`src/source/dram_bridge_pkg.sv`:
```
////////////////////////////////////////////////////////////////////////////
// Cache to DRAM bridge definitions
// Widths, burst geometry, controller command codes and shared types.
////////////////////////////////////////////////////////////////////////////
`default_nettype none

package dram_bridge_pkg;

  localparam int NUM_CACHE       = 2;
  localparam int LG_NUM_CACHE    = 1;
  localparam int ADDR_WIDTH      = 12;
  localparam int DATA_WIDTH      = 32;
  localparam int BLOCK_WORDS     = 8;
  localparam int BURST_LEN       = 4;
  localparam int NUM_BURST       = BLOCK_WORDS / BURST_LEN;
  localparam int BURST_BYTES     = BURST_LEN * DATA_WIDTH / 8;
  localparam int DRAM_ADDR_WIDTH = ADDR_WIDTH + LG_NUM_CACHE;
  localparam int PKT_WIDTH       = ADDR_WIDTH + 1;
  localparam int PKT_WNR_BIT     = PKT_WIDTH - 1;    // Write-not-read on top.
  localparam int TAG_DEPTH       = 2;

  // Queue and buffer pointer widths.
  localparam int TAG_PTR_WIDTH = $clog2(TAG_DEPTH);
  localparam int TAG_CNT_WIDTH = $clog2(TAG_DEPTH + 1);
  localparam int BUF_PTR_WIDTH = $clog2(BLOCK_WORDS);
  localparam int BUF_CNT_WIDTH = $clog2(BLOCK_WORDS + 1);

  typedef logic [LG_NUM_CACHE-1:0]    cache_id_t;
  typedef logic [ADDR_WIDTH-1:0]      addr_t;
  typedef logic [DRAM_ADDR_WIDTH-1:0] dram_addr_t;
  typedef logic [DATA_WIDTH-1:0]      word_t;
  typedef logic [PKT_WIDTH-1:0]       dma_pkt_t;
  typedef logic [2:0]                 cmd_t;
  typedef logic [$clog2(NUM_BURST)-1:0] burst_cnt_t;
  typedef logic [$clog2(BURST_LEN)-1:0] beat_cnt_t;

  localparam cmd_t CMD_WRITE = 3'd0;
  localparam cmd_t CMD_READ  = 3'd1;

  typedef enum logic {
    REQ_IDLE,
    REQ_SEND
  } req_state_e;

endpackage

`default_nettype wire

```
`src/source/dma_arbiter.sv`:
```
////////////////////////////////////////////////////////////////////////////
// DMA packet arbiter
// Round-robin choice among the caches' valid packets, yumi to the winner.
////////////////////////////////////////////////////////////////////////////
`timescale 1ns/10ps
`default_nettype none

module dma_arbiter (
  input  logic                                                     clk_i,
  input  logic                                                     reset_i,
  input  dram_bridge_pkg::dma_pkt_t [dram_bridge_pkg::NUM_CACHE-1:0] dma_pkt_i,
  input  logic [dram_bridge_pkg::NUM_CACHE-1:0]                    dma_pkt_v_i,
  output logic [dram_bridge_pkg::NUM_CACHE-1:0]                    dma_pkt_yumi_o,
  output logic                                                     arb_v_o,
  output dram_bridge_pkg::dma_pkt_t                                arb_pkt_o,
  output dram_bridge_pkg::cache_id_t                               arb_tag_o,
  input  logic                                                     arb_yumi_i
);

  dram_bridge_pkg::cache_id_t last_r;      // Last winner.
  dram_bridge_pkg::cache_id_t grant_idx;
  dram_bridge_pkg::cache_id_t cand_idx;
  logic                       grant_found;

  // Search starts just past the last winner.
  always_comb begin
    grant_found = 1'b0;
    grant_idx   = last_r;
    cand_idx    = last_r;
    for (int i = 1; i <= dram_bridge_pkg::NUM_CACHE; i++) begin
      cand_idx = dram_bridge_pkg::cache_id_t'((int'(last_r) + i) % dram_bridge_pkg::NUM_CACHE);
      if (!grant_found && dma_pkt_v_i[cand_idx]) begin
        grant_found = 1'b1;
        grant_idx   = cand_idx;
      end
    end
  end

  assign arb_v_o   = grant_found;
  assign arb_pkt_o = dma_pkt_i[grant_idx];
  assign arb_tag_o = grant_idx;

  always_comb begin
    dma_pkt_yumi_o            = '0;
    dma_pkt_yumi_o[grant_idx] = arb_yumi_i;   // Winner only.
  end

  always_ff @(posedge clk_i) begin
    if (reset_i) begin
      last_r <= dram_bridge_pkg::cache_id_t'(dram_bridge_pkg::NUM_CACHE - 1);
    end else if (arb_yumi_i) begin
      last_r <= grant_idx;
    end
  end

endmodule

`default_nettype wire

```
`src/source/dram_req_seq.sv`:
```
////////////////////////////////////////////////////////////////////////////
// DRAM request sequencer
// Splits a granted block into burst commands toward the controller.
////////////////////////////////////////////////////////////////////////////
`timescale 1ns/10ps
`default_nettype none

module dram_req_seq (
  input  logic                        clk_i,
  input  logic                        reset_i,
  input  logic                        arb_v_i,
  input  dram_bridge_pkg::dma_pkt_t   arb_pkt_i,
  input  dram_bridge_pkg::cache_id_t  arb_tag_i,
  output logic                        arb_yumi_o,
  output logic                        app_en_o,
  input  logic                        app_rdy_i,
  output dram_bridge_pkg::cmd_t       app_cmd_o,
  output dram_bridge_pkg::dram_addr_t app_addr_o,
  output logic                        wr_v_o,
  output logic                        rd_v_o,
  output dram_bridge_pkg::cache_id_t  tag_o,
  input  logic                        wr_ready_i,
  input  logic                        rd_ready_i
);

  dram_bridge_pkg::req_state_e req_state_r;
  dram_bridge_pkg::burst_cnt_t burst_cnt_r;
  dram_bridge_pkg::cache_id_t  tag_r;
  dram_bridge_pkg::addr_t      addr_r;
  logic                        wnr_r;
  logic                        path_ready;
  logic                        cmd_acc;
  logic                        last_burst;

  assign arb_yumi_o = (req_state_r == dram_bridge_pkg::REQ_IDLE) & arb_v_i;
  assign path_ready = wnr_r ? wr_ready_i : rd_ready_i;   // Path of this block.
  assign app_en_o   = (req_state_r == dram_bridge_pkg::REQ_SEND) & path_ready;
  assign cmd_acc    = app_en_o & app_rdy_i;
  assign last_burst = (burst_cnt_r == dram_bridge_pkg::burst_cnt_t'(dram_bridge_pkg::NUM_BURST - 1));

  assign app_cmd_o  = wnr_r ? dram_bridge_pkg::CMD_WRITE : dram_bridge_pkg::CMD_READ;
  assign app_addr_o = {tag_r, addr_r};                   // Cache owns a region.
  assign tag_o      = tag_r;
  assign wr_v_o     = cmd_acc & wnr_r;
  assign rd_v_o     = cmd_acc & ~wnr_r;

  ////////////////////////////////////////////////////////////////////////////
  // State machine
  ////////////////////////////////////////////////////////////////////////////

  always_ff @(posedge clk_i) begin
    if (reset_i) begin
      req_state_r <= dram_bridge_pkg::REQ_IDLE;
      burst_cnt_r <= '0;
    end else begin
      case (req_state_r)
        dram_bridge_pkg::REQ_IDLE: begin
          if (arb_v_i) begin
            req_state_r <= dram_bridge_pkg::REQ_SEND;
            burst_cnt_r <= '0;
          end
        end
        dram_bridge_pkg::REQ_SEND: begin
          if (cmd_acc) begin
            burst_cnt_r <= burst_cnt_r + 1'b1;
            if (last_burst) begin
              req_state_r <= dram_bridge_pkg::REQ_IDLE;
            end
          end
        end
        default: req_state_r <= dram_bridge_pkg::REQ_IDLE;
      endcase
    end
  end

  // Latched packet fields.
  always_ff @(posedge clk_i) begin
    if (arb_yumi_o) begin
      tag_r  <= arb_tag_i;
      addr_r <= arb_pkt_i[dram_bridge_pkg::ADDR_WIDTH-1:0];
      wnr_r  <= arb_pkt_i[dram_bridge_pkg::PKT_WNR_BIT];
    end else if (cmd_acc) begin
      addr_r <= addr_r + dram_bridge_pkg::addr_t'(dram_bridge_pkg::BURST_BYTES);   // Next burst.
    end
  end

endmodule

`default_nettype wire

```
`src/source/dram_wr_path.sv`:
```
////////////////////////////////////////////////////////////////////////////
// DRAM write path
// Streams the tagged cache's words into the controller write-data port.
////////////////////////////////////////////////////////////////////////////
`timescale 1ns/10ps
`default_nettype none

module dram_wr_path (
  input  logic                                                  clk_i,
  input  logic                                                  reset_i,
  input  logic                                                  v_i,
  input  dram_bridge_pkg::cache_id_t                            tag_i,
  output logic                                                  ready_o,
  input  dram_bridge_pkg::word_t [dram_bridge_pkg::NUM_CACHE-1:0] dma_data_i,
  input  logic [dram_bridge_pkg::NUM_CACHE-1:0]                 dma_data_v_i,
  output logic [dram_bridge_pkg::NUM_CACHE-1:0]                 dma_data_yumi_o,
  output logic                                                  app_wdf_wren_o,
  input  logic                                                  app_wdf_rdy_i,
  output dram_bridge_pkg::word_t                                app_wdf_data_o,
  output logic                                                  app_wdf_end_o
);

  dram_bridge_pkg::cache_id_t tag_mem [dram_bridge_pkg::TAG_DEPTH];
  logic [dram_bridge_pkg::TAG_PTR_WIDTH-1:0] tag_wptr_r;
  logic [dram_bridge_pkg::TAG_PTR_WIDTH-1:0] tag_rptr_r;
  logic [dram_bridge_pkg::TAG_CNT_WIDTH-1:0] tag_cnt_r;
  dram_bridge_pkg::beat_cnt_t beat_r;
  dram_bridge_pkg::cache_id_t head_tag;
  logic                       head_v;
  logic                       word_acc;
  logic                       tag_pop;

  assign ready_o  = (tag_cnt_r < dram_bridge_pkg::TAG_DEPTH);
  assign head_v   = (tag_cnt_r != '0);
  assign head_tag = tag_mem[tag_rptr_r];

  assign app_wdf_wren_o = head_v & dma_data_v_i[head_tag];
  assign app_wdf_data_o = dma_data_i[head_tag];
  assign app_wdf_end_o  = (beat_r == dram_bridge_pkg::beat_cnt_t'(dram_bridge_pkg::BURST_LEN - 1));
  assign word_acc       = app_wdf_wren_o & app_wdf_rdy_i;
  assign tag_pop        = word_acc & app_wdf_end_o;   // Burst done.

  always_comb begin
    dma_data_yumi_o           = '0;
    dma_data_yumi_o[head_tag] = word_acc;
  end

  always_ff @(posedge clk_i) begin
    if (v_i) begin
      tag_mem[tag_wptr_r] <= tag_i;
    end
  end

  always_ff @(posedge clk_i) begin
    if (reset_i) begin
      tag_wptr_r <= '0;
      tag_rptr_r <= '0;
      tag_cnt_r  <= '0;
      beat_r     <= '0;
    end else begin
      if (v_i) tag_wptr_r <= tag_wptr_r + 1'b1;
      if (tag_pop) tag_rptr_r <= tag_rptr_r + 1'b1;
      case ({v_i, tag_pop})
        2'b10:   tag_cnt_r <= tag_cnt_r + 1'b1;
        2'b01:   tag_cnt_r <= tag_cnt_r - 1'b1;
        default: tag_cnt_r <= tag_cnt_r;
      endcase
      if (word_acc) beat_r <= tag_pop ? '0 : beat_r + 1'b1;
    end
  end

endmodule

`default_nettype wire

```
`src/source/dram_rd_path.sv`:
```
////////////////////////////////////////////////////////////////////////////
// DRAM read path
// Buffers returned bursts and hands each word to the requesting cache.
////////////////////////////////////////////////////////////////////////////
`timescale 1ns/10ps
`default_nettype none

module dram_rd_path (
  input  logic                                                   clk_i,
  input  logic                                                   reset_i,
  input  logic                                                   v_i,
  input  dram_bridge_pkg::cache_id_t                             tag_i,
  output logic                                                   ready_o,
  output dram_bridge_pkg::word_t [dram_bridge_pkg::NUM_CACHE-1:0] dma_data_o,
  output logic [dram_bridge_pkg::NUM_CACHE-1:0]                  dma_data_v_o,
  input  logic [dram_bridge_pkg::NUM_CACHE-1:0]                  dma_data_ready_i,
  input  logic                                                   app_rd_data_valid_i,
  input  dram_bridge_pkg::word_t                                 app_rd_data_i,
  input  logic                                                   app_rd_data_end_i
);

  dram_bridge_pkg::cache_id_t tag_mem [dram_bridge_pkg::TAG_DEPTH];
  dram_bridge_pkg::word_t     buf_mem [dram_bridge_pkg::BLOCK_WORDS];
  logic [dram_bridge_pkg::TAG_PTR_WIDTH-1:0] tag_wptr_r;
  logic [dram_bridge_pkg::TAG_PTR_WIDTH-1:0] tag_rptr_r;
  logic [dram_bridge_pkg::TAG_CNT_WIDTH-1:0] tag_cnt_r;
  logic [dram_bridge_pkg::BUF_PTR_WIDTH-1:0] buf_wptr_r;
  logic [dram_bridge_pkg::BUF_PTR_WIDTH-1:0] buf_rptr_r;
  logic [dram_bridge_pkg::BUF_CNT_WIDTH-1:0] buf_cnt_r;
  dram_bridge_pkg::beat_cnt_t beat_r;
  dram_bridge_pkg::cache_id_t head_tag;
  logic                       out_v;
  logic                       word_take;
  logic                       tag_pop;

  // Room for all outstanding bursts plus the next one.
  assign ready_o = (tag_cnt_r < dram_bridge_pkg::TAG_DEPTH)
                 && ((int'(tag_cnt_r) + 1) * dram_bridge_pkg::BURST_LEN
                     <= dram_bridge_pkg::BLOCK_WORDS);

  assign head_tag  = tag_mem[tag_rptr_r];
  assign out_v     = (tag_cnt_r != '0) & (buf_cnt_r != '0);
  assign word_take = out_v & dma_data_ready_i[head_tag];
  assign tag_pop   = word_take
                   & (beat_r == dram_bridge_pkg::beat_cnt_t'(dram_bridge_pkg::BURST_LEN - 1));

  assign dma_data_o = {dram_bridge_pkg::NUM_CACHE{buf_mem[buf_rptr_r]}};   // Valid steers.

  always_comb begin
    dma_data_v_o           = '0;
    dma_data_v_o[head_tag] = out_v;
  end

  always_ff @(posedge clk_i) begin
    if (v_i) tag_mem[tag_wptr_r] <= tag_i;
    if (app_rd_data_valid_i) buf_mem[buf_wptr_r] <= app_rd_data_i;
  end

  always_ff @(posedge clk_i) begin
    if (reset_i) begin
      tag_wptr_r <= '0;
      tag_rptr_r <= '0;
      tag_cnt_r  <= '0;
      buf_wptr_r <= '0;
      buf_rptr_r <= '0;
      buf_cnt_r  <= '0;
      beat_r     <= '0;
    end else begin
      if (v_i) tag_wptr_r <= tag_wptr_r + 1'b1;
      if (tag_pop) tag_rptr_r <= tag_rptr_r + 1'b1;
      tag_cnt_r <= tag_cnt_r + v_i - tag_pop;
      if (app_rd_data_valid_i) buf_wptr_r <= buf_wptr_r + 1'b1;
      if (word_take) buf_rptr_r <= buf_rptr_r + 1'b1;
      buf_cnt_r <= buf_cnt_r + app_rd_data_valid_i - word_take;
      if (word_take) beat_r <= tag_pop ? '0 : beat_r + 1'b1;
    end
  end

endmodule

`default_nettype wire

```
`src/source/cache_dram_bridge.sv`:
```
////////////////////////////////////////////////////////////////////////////
// Cache to DRAM controller bridge
// Arbiter, request sequencer and the write and read data paths.
////////////////////////////////////////////////////////////////////////////
`timescale 1ns/10ps
`default_nettype none

module cache_dram_bridge (
  input  logic                                                    clk_i,
  input  logic                                                    reset_i,
  // Cache side.
  input  dram_bridge_pkg::dma_pkt_t [dram_bridge_pkg::NUM_CACHE-1:0] dma_pkt_i,
  input  logic [dram_bridge_pkg::NUM_CACHE-1:0]                   dma_pkt_v_i,
  output logic [dram_bridge_pkg::NUM_CACHE-1:0]                   dma_pkt_yumi_o,
  output dram_bridge_pkg::word_t [dram_bridge_pkg::NUM_CACHE-1:0]   dma_data_o,
  output logic [dram_bridge_pkg::NUM_CACHE-1:0]                   dma_data_v_o,
  input  logic [dram_bridge_pkg::NUM_CACHE-1:0]                   dma_data_ready_i,
  input  dram_bridge_pkg::word_t [dram_bridge_pkg::NUM_CACHE-1:0]   dma_data_i,
  input  logic [dram_bridge_pkg::NUM_CACHE-1:0]                   dma_data_v_i,
  output logic [dram_bridge_pkg::NUM_CACHE-1:0]                   dma_data_yumi_o,
  // Controller side.
  output logic                                                    app_en_o,
  input  logic                                                    app_rdy_i,
  output dram_bridge_pkg::cmd_t                                   app_cmd_o,
  output dram_bridge_pkg::dram_addr_t                             app_addr_o,
  output logic                                                    app_wdf_wren_o,
  input  logic                                                    app_wdf_rdy_i,
  output dram_bridge_pkg::word_t                                  app_wdf_data_o,
  output logic                                                    app_wdf_end_o,
  input  logic                                                    app_rd_data_valid_i,
  input  dram_bridge_pkg::word_t                                  app_rd_data_i,
  input  logic                                                    app_rd_data_end_i
);

  logic                       arb_v;
  dram_bridge_pkg::dma_pkt_t  arb_pkt;
  dram_bridge_pkg::cache_id_t arb_tag;
  logic                       arb_yumi;
  dram_bridge_pkg::cache_id_t seq_tag;
  logic                       wr_v;
  logic                       wr_ready;
  logic                       rd_v;
  logic                       rd_ready;

  dma_arbiter arb_i (
    .clk_i          (clk_i),
    .reset_i        (reset_i),
    .dma_pkt_i      (dma_pkt_i),
    .dma_pkt_v_i    (dma_pkt_v_i),
    .dma_pkt_yumi_o (dma_pkt_yumi_o),
    .arb_v_o        (arb_v),
    .arb_pkt_o      (arb_pkt),
    .arb_tag_o      (arb_tag),
    .arb_yumi_i     (arb_yumi)
  );

  dram_req_seq seq_i (
    .clk_i      (clk_i),
    .reset_i    (reset_i),
    .arb_v_i    (arb_v),
    .arb_pkt_i  (arb_pkt),
    .arb_tag_i  (arb_tag),
    .arb_yumi_o (arb_yumi),
    .app_en_o   (app_en_o),
    .app_rdy_i  (app_rdy_i),
    .app_cmd_o  (app_cmd_o),
    .app_addr_o (app_addr_o),
    .wr_v_o     (wr_v),
    .rd_v_o     (rd_v),
    .tag_o      (seq_tag),
    .wr_ready_i (wr_ready),
    .rd_ready_i (rd_ready)
  );

  dram_wr_path wr_i (
    .clk_i           (clk_i),
    .reset_i         (reset_i),
    .v_i             (wr_v),
    .tag_i           (seq_tag),
    .ready_o         (wr_ready),
    .dma_data_i      (dma_data_i),
    .dma_data_v_i    (dma_data_v_i),
    .dma_data_yumi_o (dma_data_yumi_o),
    .app_wdf_wren_o  (app_wdf_wren_o),
    .app_wdf_rdy_i   (app_wdf_rdy_i),
    .app_wdf_data_o  (app_wdf_data_o),
    .app_wdf_end_o   (app_wdf_end_o)
  );

  dram_rd_path rd_i (
    .clk_i               (clk_i),
    .reset_i             (reset_i),
    .v_i                 (rd_v),
    .tag_i               (seq_tag),
    .ready_o             (rd_ready),
    .dma_data_o          (dma_data_o),
    .dma_data_v_o        (dma_data_v_o),
    .dma_data_ready_i    (dma_data_ready_i),
    .app_rd_data_valid_i (app_rd_data_valid_i),
    .app_rd_data_i       (app_rd_data_i),
    .app_rd_data_end_i   (app_rd_data_end_i)
  );

endmodule

`default_nettype wire

```
`config.mk`:
```
export PLATFORM = sky130hd
export DESIGN_NAME = cache_dram_bridge
export DESIGN_NICKNAME = d
export VERILOG_FILES = /design/src/source/dram_bridge_pkg.sv /design/src/source/dma_arbiter.sv /design/src/source/dram_req_seq.sv /design/src/source/dram_wr_path.sv /design/src/source/dram_rd_path.sv /design/src/source/cache_dram_bridge.sv
export SDC_FILE = /design/constraint.sdc
export NUM_CORES = 1
export LEC_CHECK = 0
export BUFFER_PORTS_ARGS = -buffer_cell sky130_fd_sc_hd__buf_2
export CAP_MARGIN = 20
export CORE_MARGIN = 5
export CORE_UTILIZATION = 30
export DETAILED_ROUTE_END_ITERATION = 8
export GPL_ROUTABILITY_DRIVEN = 0
export PLACE_DENSITY = 0.49
export SETUP_SLACK_MARGIN = 0.05
export SYNTH_ARGS = -nofsm -noshare
export SYNTH_HDL_FRONTEND = slang
export SYNTH_SLANG_ARGS = --single-unit
export TNS_END_PERCENT = 100
```
`constraint.sdc`:
```
create_clock -name clk_i -period 5.1 [get_ports clk_i]
set_input_delay 1.02 -clock clk_i [delete_from_list [all_inputs] [get_ports clk_i]]
set_output_delay 1.02 -clock clk_i [all_outputs]
set_load 0.005 [all_outputs]
```
After elaboration in Yosys (flattened, before gate mapping)
Memory sizes are Yosys's and may differ from the RTL's. A register that Yosys moved wholly into a read port is not among the register bits.
Index checks and enable logic that the tools add are counted.

word-level totals
  bits in registers = 39
  bits in writable memories = 260
  logic and storage cells = 132
  memories = 3

cells by class
  add/subtract/negate cells = 19
  magnitude comparators = 11
  equal/unequal tests = 6
  mux-type cells = 48
  bitwise gates (word level) = 16
  reductions and logical operators = 12

memories
  memory        depth  bits a word  rd ports  clocked after Yosys merged registers in  write ports  line                RTL
  rd_i.buf_mem  8      32           1         1                                        1            dram_rd_path.sv:23  dram_bridge_pkg::word_t buf_mem [dram_bridge_pkg::BLOCK_WORDS];
  rd_i.tag_mem  2      1            1         1                                        1            dram_rd_path.sv:22  dram_bridge_pkg::cache_id_t tag_mem [dram_bridge_pkg::TAG_DEPTH];
  wr_i.tag_mem  2      1            1         1                                        1            dram_wr_path.sv:23  dram_bridge_pkg::cache_id_t tag_mem [dram_bridge_pkg::TAG_DEPTH];

operators by type and width
  cell                                                                               number
  32-bit two-way mux                                                                 2
  32-bit by 5-bit less-or-equal comparator with 1-bit output, second input constant  1
  1-bit two-way mux                                                                  32
  13-bit two-way mux                                                                 2
  12-bit two-way mux                                                                 2
  12-bit by 5-bit adder with 12-bit output, second input constant                    1
  1-bit bitwise AND                                                                  11
  1-bit by 2-bit < comparator with 1-bit output, second input constant               5
  2-bit nonzero test                                                                 4
  1-bit adder, second input constant                                                 7
  2-bit by 1-bit adder with 2-bit output, second input constant                      3
  3-bit by 1-bit adder with 3-bit output, second input constant                      2
  2-bit bitwise AND                                                                  3
  2-bit == test, second input constant                                               3
  3-bit two-way mux                                                                  2
  1-bit logical AND                                                                  5
  4-bit by 1-bit adder with 4-bit output                                             1
  2-bit < comparator, second input constant                                          2
  2-bit two-way mux                                                                  2
  1-bit case mux with 2 select lines                                                 2
  2-bit case mux with 2 select lines                                                 1
  4-bit nonzero test                                                                 1
  4-bit by 1-bit subtractor with 4-bit output                                        1
  2-bit by 1-bit adder with 3-bit output, second input constant                      1
  11 further kinds                                                                   16

Depth between registers and ports, before layout
Gate-level depths: netlist (run 1).

  depth in word-level cells = 12
  depth in mapped cells = 12
  depth with buffers taken out = 12

Hierarchy
Synthesis (run 1) repeated with hierarchy kept, for this count alone.

unflattened totals
  cell total of the unflattened synthesis = 691
  area total of the unflattened synthesis = 12813.5 sq um

by module, submodules not included
  module        instances  cells each  area an instance (sq um)
  dram_rd_path  1          513         10916.7
  dram_wr_path  1          79          823.3
  dram_req_seq  1          75          802.0
  dma_arbiter   1          24          271.5

Least setup slack after synthesis (run 1)
Ideal clock, no wire load.

  path type = input to register
  from = input app_rd_data_valid_i
  to = memory rd_i.buf_mem[0][0] (netlist name) (enable)
  library setup time = 0.461 ns
  arrival = 3.320 ns
  data required time = 4.639 ns
  path slack = 1.319 ns
  stages on the path = 2
  cell sequence = nand2b_1 nor3_1

between the ends
  longest elaborated chain between the ends = 2

RTL lines
  what                                     line                     RTL
  start: declaration                       cache_dram_bridge.sv:30  input logic app_rd_data_valid_i,
  1-bit two-way mux                        dram_rd_path.sv:56       if (app_rd_data_valid_i) buf_mem[buf_wptr_r] <= app_rd_data_i;
  1-bit two-way mux (not written as such)  dram_rd_path.sv:56
  end: declaration                         dram_rd_path.sv:23

No other way between the ends.

==> impl_metrics.env, run 1 <==
export IMPL_numCtsBuffers=36
export IMPL_setup_tns_ns=0
export IMPL_pwr_share_clk=0.422
export IMPL_grt_max_degree=58
export IMPL_drive_above_1_share=0.484
export IMPL_power_per_cell_area_nw_per_um2=374
export IMPL_cts_hold_buf=0
export IMPL_synth_warnings=0
export IMPL_grt_usage=0.119
export IMPL_start_util=0.302
export IMPL_final_max_slew_violation_count=0
export IMPL_fin_crit_sh=0.737
export IMPL_synth_edff_count=274
export IMPL_ys_async_sr_fraction=0
export IMPL_slew_headroom=0.385
export IMPL_synthDominantCellAreaShare=0.651
export IMPL_first_iter_violations=272
export IMPL_status="finished clean"
export IMPL_wl_per_cell_um=18.9
export IMPL_max_slew_worst_pin_slew_ns=0.920
export IMPL_finalSetupViolations=0
export IMPL_std_cell_rows=75
export IMPL_die_w_um=215
export IMPL_num_vias=6724
export IMPL_p_leak_nw=5.53
export IMPL_grt_pass1_wl_um=42900
export IMPL_seqPwrFrac=0.492
export IMPL_seq_area_um2=8840
export IMPL_crit_arrival_ns=2.74
export IMPL_cts_path_max_buffers=3
export IMPL_p_comb_frac=0.087
export IMPL_clk_pin_slew_ns=0.05
export IMPL_cts_resized=0
export IMPL_cts_root_buf="clkbuf_16"
export IMPL_critPathRequiredTime_ns=4.08
export IMPL_overflow=0
export IMPL_yosys_area_top_type="edfxtp_1"
export IMPL_timing_fmax_mhz=266
export IMPL_grt_pass1_vias=7180
export IMPL_finalPower_mw=5.82
export IMPL_end_kind="primary output"
export IMPL_critPathLaunchType="flop"
export IMPL_synth_area_um2=12600
export IMPL_fin_nets=1085
export IMPL_hold_viol=0
export IMPL_die_h_um=215
export IMPL_synthTopCellsByArea="edfxtp_1 65%, mux4_2 11%, mux2_2 5.9%"
export IMPL_antenna_found_initial=3
export IMPL_ant_nets=0
export IMPL_multi_input_area_um2=3430
export IMPL_first_pass_iters=4
export IMPL_synth_main_ff_cell="edfxtp_1"
export IMPL_syn_to_final_growth_pct=22.8
export IMPL_crit_type="flop to primary output"
export IMPL_yosysSeqAreaShare=0.698
export IMPL_clock_skew_ns=0.0207
export IMPL_route_detailed_drc=0
export IMPL_peakVddDrop_mv=0.186
export IMPL_avgSynthCellArea_um2=18.2
export IMPL_ys_ff_latch=304
export IMPL_port_buffers=251
export IMPL_dpl_hpwl_um=17900
export IMPL_die_area_um2=46400
export IMPL_synthCells=693
export IMPL_period_needed_ns=3.76
export IMPL_vias_per_cell=4.47
export IMPL_clock_latency_ns=0.51
export IMPL_p_switching_mw=1.27
export IMPL_pin_count=255
export IMPL_post_cts_setup_buffer_count=0
export IMPL_cts_tree="built"
export IMPL_wirelength_um=28400
export IMPL_cp_max_fo=32
export IMPL_maxCapViolations=0
export IMPL_switching_share=0.218
export IMPL_htreeDepth=2
export IMPL_n_fill_cell=3956
export IMPL_power_internal_mw=4.55
export IMPL_core_um2=41900
export IMPL_rsz0062_at_grt="no"
export IMPL_ys_types=45
export IMPL_cts_sinks=304
export IMPL_hold_class="flop to flop"
==> cells by family after synthesis <==
group	synth area share
buffers and inverters	0.0352
other	0.000297
AND/OR/NAND/NOR	0.0355
adder cells (fa/ha/maj)	0.0144
AO/OA/AOI/OAI	0.0160
XOR/XNOR	0.0111
multiplexers	0.189
flip-flops	0.698
==> power by group through the flow <==
| stage | Combinational [mW] | Clock (mW) | Sequential [mW] |
|---|---|---|---|
| after floorplan | 0.317 | 0 | 2.90 |
| after global placement | 0.512 | 0 | 2.91 |
| after detailed placement | 0.516 | 0 | 2.91 |
| after CTS | 0.520 | 2.54 | 2.86 |
| after global routing | 0.566 | 2.64 | 2.87 |
| final | 0.504 | 2.45 | 2.86 |
==> critical path: stages, from the launching register on <==
cell and delay (ns):
dfxtp_4 0.77, buf_4 0.44, mux4_2 0.55, mux2_2 0.30, buf_2 0.13
==> worst paths after layout <==
kind                                start                           end  slack [ns]  depth (start not counted)
max                                  flop                 dma_data_o[5]        1.34                          4
min          wr_i.tag_rptr_r$_SDFFE_PP0P_                          flop        0.49                          2
max reg2reg  rd_i.buf_cnt_r[2]$_SDFF_PP0_  rd_i.buf_cnt_r[2]$_SDFF_PP0_        2.48                         11
min reg2reg  wr_i.tag_rptr_r$_SDFFE_PP0P_                          flop        0.49                          2
==> metrics by stage <==
| step | util | cells | hold slack [ns] | instance area [um2] | setup WS, ns |
|---|---|---|---|---|---|
| after CTS | 0.371 | 1502 | 0.493 | 15500 | 1.21 |
| after global placement | 0.343 | 1437 | 0.461 | 14400 | 1.76 |
| after detailed placement | 0.344 | 1438 | 0.472 | 14400 | 1.76 |
| after floorplan | - | 694 | 0.452 | 12700 | 1.32 |
| after global routing | 0.371 | 1502 | 0.520 | 15500 | 1.11 |
| final | 0.371 | 1503 | 0.488 | 15500 | 1.34 |
==> cells in the final DEF, fill, tap and decap left out, drive strengths merged, types with 4 or more instances in the layout <==
cell    count
nor2       37
xnor2      11
xor2        5
edfxtp    274
nand2b      4
buf       268
mux2i      17
nand3       7
mux2       67
nor2b       4
mux4       64
nand2      26
and2        4
o21ai       9
clkbuf     46
a31oi       4
inv        15
a21oi      14
clkinv     14
nor3        4
ha         13
dfxtp      30
==> layer usage <==
layer  track usage  vias up  share of wire
li1              -     3167              -
met1         0.150     3359           0.43
met2         0.207      156           0.50
met3        0.0328       38          0.054
met4        0.0267        4          0.016
met5             0        -        0.00095
==> flip-flops by register name (all words and copies together), names as in the netlist, named ones only <==
| register | count |
|---|---|
| rd_i.buf_mem | 256 |
| wr_i.tag_wptr_r | 1 |
| rd_i.buf_rptr_r | 3 |
| rd_i.buf_cnt_r | 4 |
| rd_i.tag_mem | 2 |
| rd_i.tag_rptr_r | 1 |
| wr_i.beat_r | 2 |
| seq_i.wnr_r | 1 |
| rd_i.tag_wptr_r | 1 |
| wr_i.tag_rptr_r | 1 |
| rd_i.tag_cnt_r | 2 |
| seq_i.tag_o | 1 |
| seq_i.burst_cnt_r | 1 |
| wr_i.tag_cnt_r | 2 |
| seq_i.req_state_r | 1 |
| rd_i.beat_r | 2 |
| wr_i.tag_mem | 2 |
| seq_i.addr_r | 12 |
| rd_i.buf_wptr_r | 3 |
| arb_i.last_r | 1 |
==> area by class of cell <==
type	count	area share
diodes	1	0.000161
inverters	15	0.00362
flip-flops and latches	304	0.569
clock buffers	46	0.0617
repair buffers	268	0.0899
multi-input cells	312	0.221
well taps	539	0.0434
clock inverters	18	0.0114
==> synth_stat cells, types with 2 or more instances <==
cell type    n
o21ai_1      2
mux2i_1     15
nor2b_1      4
buf_2       11
a31oi_1      4
mux2_2      66
nand2_1     26
xnor2_1     11
o211ai_1     2
mux4_2      64
buf_4       37
mux2i_4      2
xor2_1       5
buf_1        2
edfxtp_1   274
or2_2        2
nor3_1       4
nand2b_1     4
dfxtp_1     30
nor2_1      37
a21oi_1     14
ha_1        13
and2_1       3
o21ai_0      7
nand3_1      7
inv_1       14
or3_1        3
clkbuf_1    13
No activity file was read; power rests on OpenSTA's default activity.
==> run 2, diff against run 1 <==
Clock period 5.1 ns to 3.9 ns, I/O delays scaled along.
==> impl_metrics.env, run 2 (synthesis results as in run 1) <==
export IMPL_p_leak_nw=5.50
export IMPL_routed_wl_met2_um=13800
export IMPL_overflow=0
export IMPL_max_slew_worst_pin_slew_ns=0.690
export IMPL_critical_path_depth=4
export IMPL_grt_pass1_wl_um=43600
export IMPL_rsz0062_at_grt="no"
export IMPL_start_util=0.302
export IMPL_fin_crit_sh=0.816
export IMPL_finalPower_mw=7.39
export IMPL_timing_fmax_mhz=314
export IMPL_cts_root_buf="clkbuf_16"
export IMPL_cts_path_max_buffers=3
export IMPL_drive_above_1_share=0.483
export IMPL_rr_startpoint="rd_i.buf_cnt_r[2]$_SDFF_PP0_"
export IMPL_die_h_um=215
export IMPL_syn_to_final_growth_pct=22.6
export IMPL_peakVddDrop_mv=0.258
export IMPL_dpl_hpwl_um=17900
export IMPL_route_met3_wl_um=1790
export IMPL_top_register="rd_i.buf_mem"
export IMPL_clock_skew_ns=0.00811
export IMPL_std_cell_rows=75
export IMPL_hold_viol=0
export IMPL_htreeDepth=2
export IMPL_maxCapViolations=0
export IMPL_status="finished clean"
export IMPL_hold_class="flop to flop"
export IMPL_max_stage_delay_ns=0.59
export IMPL_core_um2=41900
export IMPL_clk_pin_slew_ns=0.06
export IMPL_critPathSlowestCell="dfxtp_4"
export IMPL_fin_hold_ws_ns=0.482
export IMPL_period_needed_ns=3.18
export IMPL_first_pass_iters=4
export IMPL_dp_slack_ns=1.18
export IMPL_design_area_um2=15500
export IMPL_maxUsedRoutingLayer="met5"
export IMPL_wl_per_cell_um=18.9
export IMPL_grt_usage=0.121
export IMPL_numCtsBuffers=35
export IMPL_path_cells="buf_4 > mux4_2 > mux2_2 > buf_2"
export IMPL_finalSetupViolations=0
export IMPL_final_max_slew_violation_count=0
export IMPL_wirelength_um=28300
export IMPL_fin_cells=1499
export IMPL_setup_tns_ns=0
export IMPL_pin_count=255
export IMPL_mostFrequentLayoutCell="edfxtp_1"
export IMPL_largest_reg_flops=256
export IMPL_r2r_cells=11
export IMPL_grt_max_degree=42
export IMPL_cts_sinks=304
export IMPL_slew_headroom=0.539
export IMPL_layout_common_cells="274 x edfxtp_1, 251 x buf_2, 66 x mux2_2"
export IMPL_cts_hold_buf=0
export IMPL_worst_path_buf_inv=2
export IMPL_path_delay_family="multiplexers"
export IMPL_clock_latency_ns=0.51
export IMPL_num_vias=6726
export IMPL_grt_pass1_vias=7295
export IMPL_critPathRequiredTime_ns=3.12
export IMPL_critPathLaunchType="flop"
export IMPL_cts_tree="built"
export IMPL_post_cts_setup_buffer_count=0
export IMPL_finish_utilization=0.371
export IMPL_crit_type="flop to primary output"
export IMPL_port_buffers=251
export IMPL_power_per_cell_area_nw_per_um2=477
export IMPL_antenna_found_initial=3
export IMPL_endpoint="dma_data_o[5]"
export IMPL_first_iter_violations=330
export IMPL_cts_resized=0
export IMPL_wl_met1_um=12100
export IMPL_dp_cells=1439
export IMPL_cp_max_fo=17
export IMPL_layout_setup_ws_ns=0.716
export IMPL_ant_nets=0
export IMPL_fin_nets=1085
export IMPL_vias_per_cell=4.49
export IMPL_crit_arrival_ns=2.40
export IMPL_postPlaceCellArea_um2=14500
export IMPL_rrSetupSlack_ns=1.27
export IMPL_timing_rr_end="rd_i.buf_cnt_r[2]$_SDFF_PP0_"
export IMPL_route_detailed_drc=0
export IMPL_die_w_um=215
export IMPL_die_area_um2=46400
export IMPL_reg_largest_list="rd_i.buf_mem x256, seq_i.addr_r x12, rd_i.buf_cnt_r x4"
export IMPL_end_kind="primary output"
-- run 2: cell types whose count changed in the layout (fill, tap and decap cells not counted), sizes merged --
cell,previous run,this run
buf,268,269
bufinv,3,1
clkbuf,46,44
clkinv,14,13
clkinvlp,1,0
inv,15,16
-- run 2: worst register-to-register path, delay by kind of cell (launching register included) --
kind            cells  cell delay (ns)
xor+xnor            1             0.14
simple gates        3             0.65
fa+ha+maj           4             1.01
flops               1             0.29
buf+inv             2             0.11
compound gates      1             0.30
-- run 2: metal layers --
| layer | vias up | global-route usage |
|---|---|---|
| met5 | - | 0 |
| li1 | 3173 | - |
| met1 | 3331 | 0.154 |
| met2 | 162 | 0.203 |
| met4 | 4 | 0.0337 |
| met3 | 56 | 0.0363 |
-- run 2: area by class of cell --
| class | instances | area [um2] |
|---|---|---|
| Antenna cell | 1 | 2.50 |
| Clock buffer | 44 | 931 |
| Clock inverter | 15 | 96.3 |
| Fill cell | 3964 | 26300 |
| Inverter | 15 | 56.3 |
| Multi-Input combinational cell | 312 | 3430 |
| Sequential cell | 304 | 8840 |
| Tap cell | 539 | 674 |
| Timing Repair Buffer | 269 | 1480 |
-- run 2: power breakdown --
group	total (mW)	internal, mW	switching [mW]
combinational	0.668	0.336	0.332
sequential	3.73	3.68	0.0549
clock	2.99	1.75	1.24
total	7.39	5.76	1.63
-- run 2: worst min path at each step --
stage	startpoint	to	slack, ns	depth (start not counted)
finish	seq_i.burst_cnt_r$_SDFFE_PP0P_	seq_i.burst_cnt_r$_SDFFE_PP0P_	0.48	2
global placement	seq_i.burst_cnt_r$_SDFFE_PP0P_	seq_i.burst_cnt_r$_SDFFE_PP0P_	0.46	2
CTS	seq_i.burst_cnt_r$_SDFFE_PP0P_	seq_i.burst_cnt_r$_SDFFE_PP0P_	0.49	2
floorplan	seq_i.burst_cnt_r$_SDFFE_PP0P_	seq_i.burst_cnt_r$_SDFFE_PP0P_	0.45	2
detailed placement	seq_i.burst_cnt_r$_SDFFE_PP0P_	seq_i.burst_cnt_r$_SDFFE_PP0P_	0.48	2
global route	app_rd_data_i[14]	rd_i.buf_mem[4][14]$_DFFE_PP_	0.51	1
==> run 3, diff against run 2 <==
Settings changed: PLACE_DENSITY 0.49 to 0.51.
Clock period 3.9 ns to 2.8 ns, I/O delays scaled along.
==> impl_metrics.env, run 3 (synthesis results as in run 1) <==
export IMPL_die_area_um2=46400
export IMPL_grt_pass1_wl_um=42700
export IMPL_cts_path_max_buffers=3
export IMPL_setup_tns_ns=0
export IMPL_grt_usage=0.117
export IMPL_design_area_um2=15900
export IMPL_p_comb_frac=0.097
export IMPL_max_slew_worst_pin_slew_ns=0.560
export IMPL_worst_path_buf_inv=3
export IMPL_path_cells="buf_12 > clkbuf_16 > mux4_2 > mux2_2 > buf_2"
export IMPL_seqPwrFrac=0.503
export IMPL_power_per_cell_area_nw_per_um2=651
export IMPL_std_cell_rows=75
export IMPL_route_detailed_drc=0
export IMPL_peakVddDrop_mv=0.327
export IMPL_cp_max_fo=7
export IMPL_grt_max_degree=37
export IMPL_p_switching_mw=2.27
export IMPL_num_vias=6850
export IMPL_clk_pin_slew_ns=0.06
export IMPL_p_leak_nw=5.66
export IMPL_wl_per_cell_um=18.7
export IMPL_cts_tree="built"
export IMPL_dpl_hpwl_um=17900
export IMPL_use_met3=0.0317
export IMPL_end_kind="primary output"
export IMPL_port_buffers=251
export IMPL_fin_crit_sh=0.975
export IMPL_use_met1=0.149
export IMPL_syn_to_final_growth_pct=25.7
export IMPL_power_internal_mw=8.07
export IMPL_mostFrequentLayoutCell="edfxtp_1"
export IMPL_die_w_um=215
export IMPL_grt_use_met2=0.200
export IMPL_core_um2=41900
export IMPL_htreeDepth=2
export IMPL_reg_largest_list="rd_i.buf_mem x256, seq_i.addr_r x12, rd_i.buf_cnt_r x4"
export IMPL_die_h_um=215
export IMPL_clock_skew_ns=0.0147
export IMPL_pin_count=255
export IMPL_overflow=0
export IMPL_first_iter_violations=310
export IMPL_dp_cells=1445
export IMPL_antenna_found_initial=6
export IMPL_max_stage_delay_ns=0.50
export IMPL_switching_share=0.219
export IMPL_largest_reg_flops=256
export IMPL_busiest_layer="met2"
export IMPL_rr_startpoint="rd_i.buf_cnt_r[2]$_SDFF_PP0_"
export IMPL_final_max_slew_violation_count=0
export IMPL_postPlaceCellArea_um2=14600
export IMPL_vias_per_cell=4.52
export IMPL_path_delay_family="multiplexers"
export IMPL_crit_arrival_ns=2.17
export IMPL_wirelength_um=28400
export IMPL_layout_common_cells="274 x edfxtp_1, 241 x buf_2, 64 x mux4_2"
export IMPL_status="finished clean"
export IMPL_hold_viol=0
export IMPL_rsz0062_at_grt="yes"
export IMPL_min_from="app_rd_data_i[2]"
export IMPL_ant_nets=0
export IMPL_cts_hold_buf=0
export IMPL_timing_fmax_mhz=366
export IMPL_period_needed_ns=2.73
export IMPL_numCtsBuffers=34
export IMPL_finalSetupViolations=0
export IMPL_maxCapViolations=0
export IMPL_top_register="rd_i.buf_mem"
export IMPL_critPathLaunchType="flop"
export IMPL_cts_root_buf="clkbuf_16"
export IMPL_crit_type="flop to primary output"
export IMPL_cts_sinks=304
export IMPL_critPathSlowestCell="mux4_2"
export IMPL_start_util=0.302
export IMPL_fin_cells=1517
export IMPL_fin_nets=1099
export IMPL_hold_class="primary input to flop"
export IMPL_clock_latency_ns=0.52
export IMPL_slew_headroom=0.627
export IMPL_first_pass_iters=4
export IMPL_critPathRequiredTime_ns=2.24
export IMPL_pwr_share_clk=0.401
export IMPL_drive_above_1_share=0.487
export IMPL_grt_pass1_vias=7267
run 3: cell types whose count changed in the layout (fill, tap and decap cells not counted), moves of 9 or more:
| cell | change |
|---|---|
| buf_2 | -10 |
| buf_6 | +12 |
| mux2_2 | -9 |
| mux2_4 | +9 |
run 3: routing by layer:
layer,vias up,part of all wire
met5,-,0.0023
met4,8,0.018
met3,47,0.053
met2,159,0.49
met1,3434,0.44
li1,3202,-
run 3: timing repair:
action | 4_1_cts | 5_1_grt
setup buffers | 1 | 3
resized for setup | 0 | 24
gates cloned | 0 | 5
setup endpoints to repair | 58 | 58
run 3: through the flow:
stage	hold WS [ns]	utilization	total power, mW	setup WS [ns]
floorplan	0.452	-	5.86	0.336
global placement	0.466	0.348	6.25	0.404
finish	0.314	0.380	10.3	0.0706
global route	0.302	0.380	10.8	0.00400
CTS	0.280	0.373	10.5	0.0290
detailed placement	0.480	0.348	6.26	0.386
run 3: cell type report:
class,count,area (um2)
fill,3894,26000
sequential,304,8840
multi-input combinational,312,3480
timing repair buffer,284,1800
clock buffer,48,935
tap,539,674
clock inverter,13,106
inverter,15,56.3
antenna,2,5.00
run 3: worst paths after layout:
check                                                       to  slack, ns  depth (start not counted)
worst max-delay path                            dma_data_o[19]       0.07                          5
worst min-delay path              rd_i.buf_mem[1][2]$_DFFE_PP_       0.31                          1
worst max register to register    rd_i.buf_cnt_r[2]$_SDFF_PP0_       0.40                         11
worst min register to register  seq_i.burst_cnt_r$_SDFFE_PP0P_       0.48                          2
run 3: power by group through the flow:
stage          Sequential (mW)  Combinational, mW  Clock, mW
6_report                  5.20               1.00       4.14
3_3_place_gp              5.29              0.957          0
2_1_floorplan             5.28              0.579          0
3_5_place_dp              5.30              0.963          0
4_1_cts                   5.20              0.973       4.29
5_1_grt                   5.21               1.11       4.46
run 3: worst register-to-register path, cell delays in order, from the launching register on:
cell     delay [ns]
dfxtp_1        0.30
inv_1          0.07
ha_1           0.14
or3b_2         0.45
o21ai_1        0.12
nor2_1         0.09
ha_1           0.28
inv_1          0.04
ha_1           0.19
fa_1           0.38
xnor2_1        0.16
nor2_1         0.05
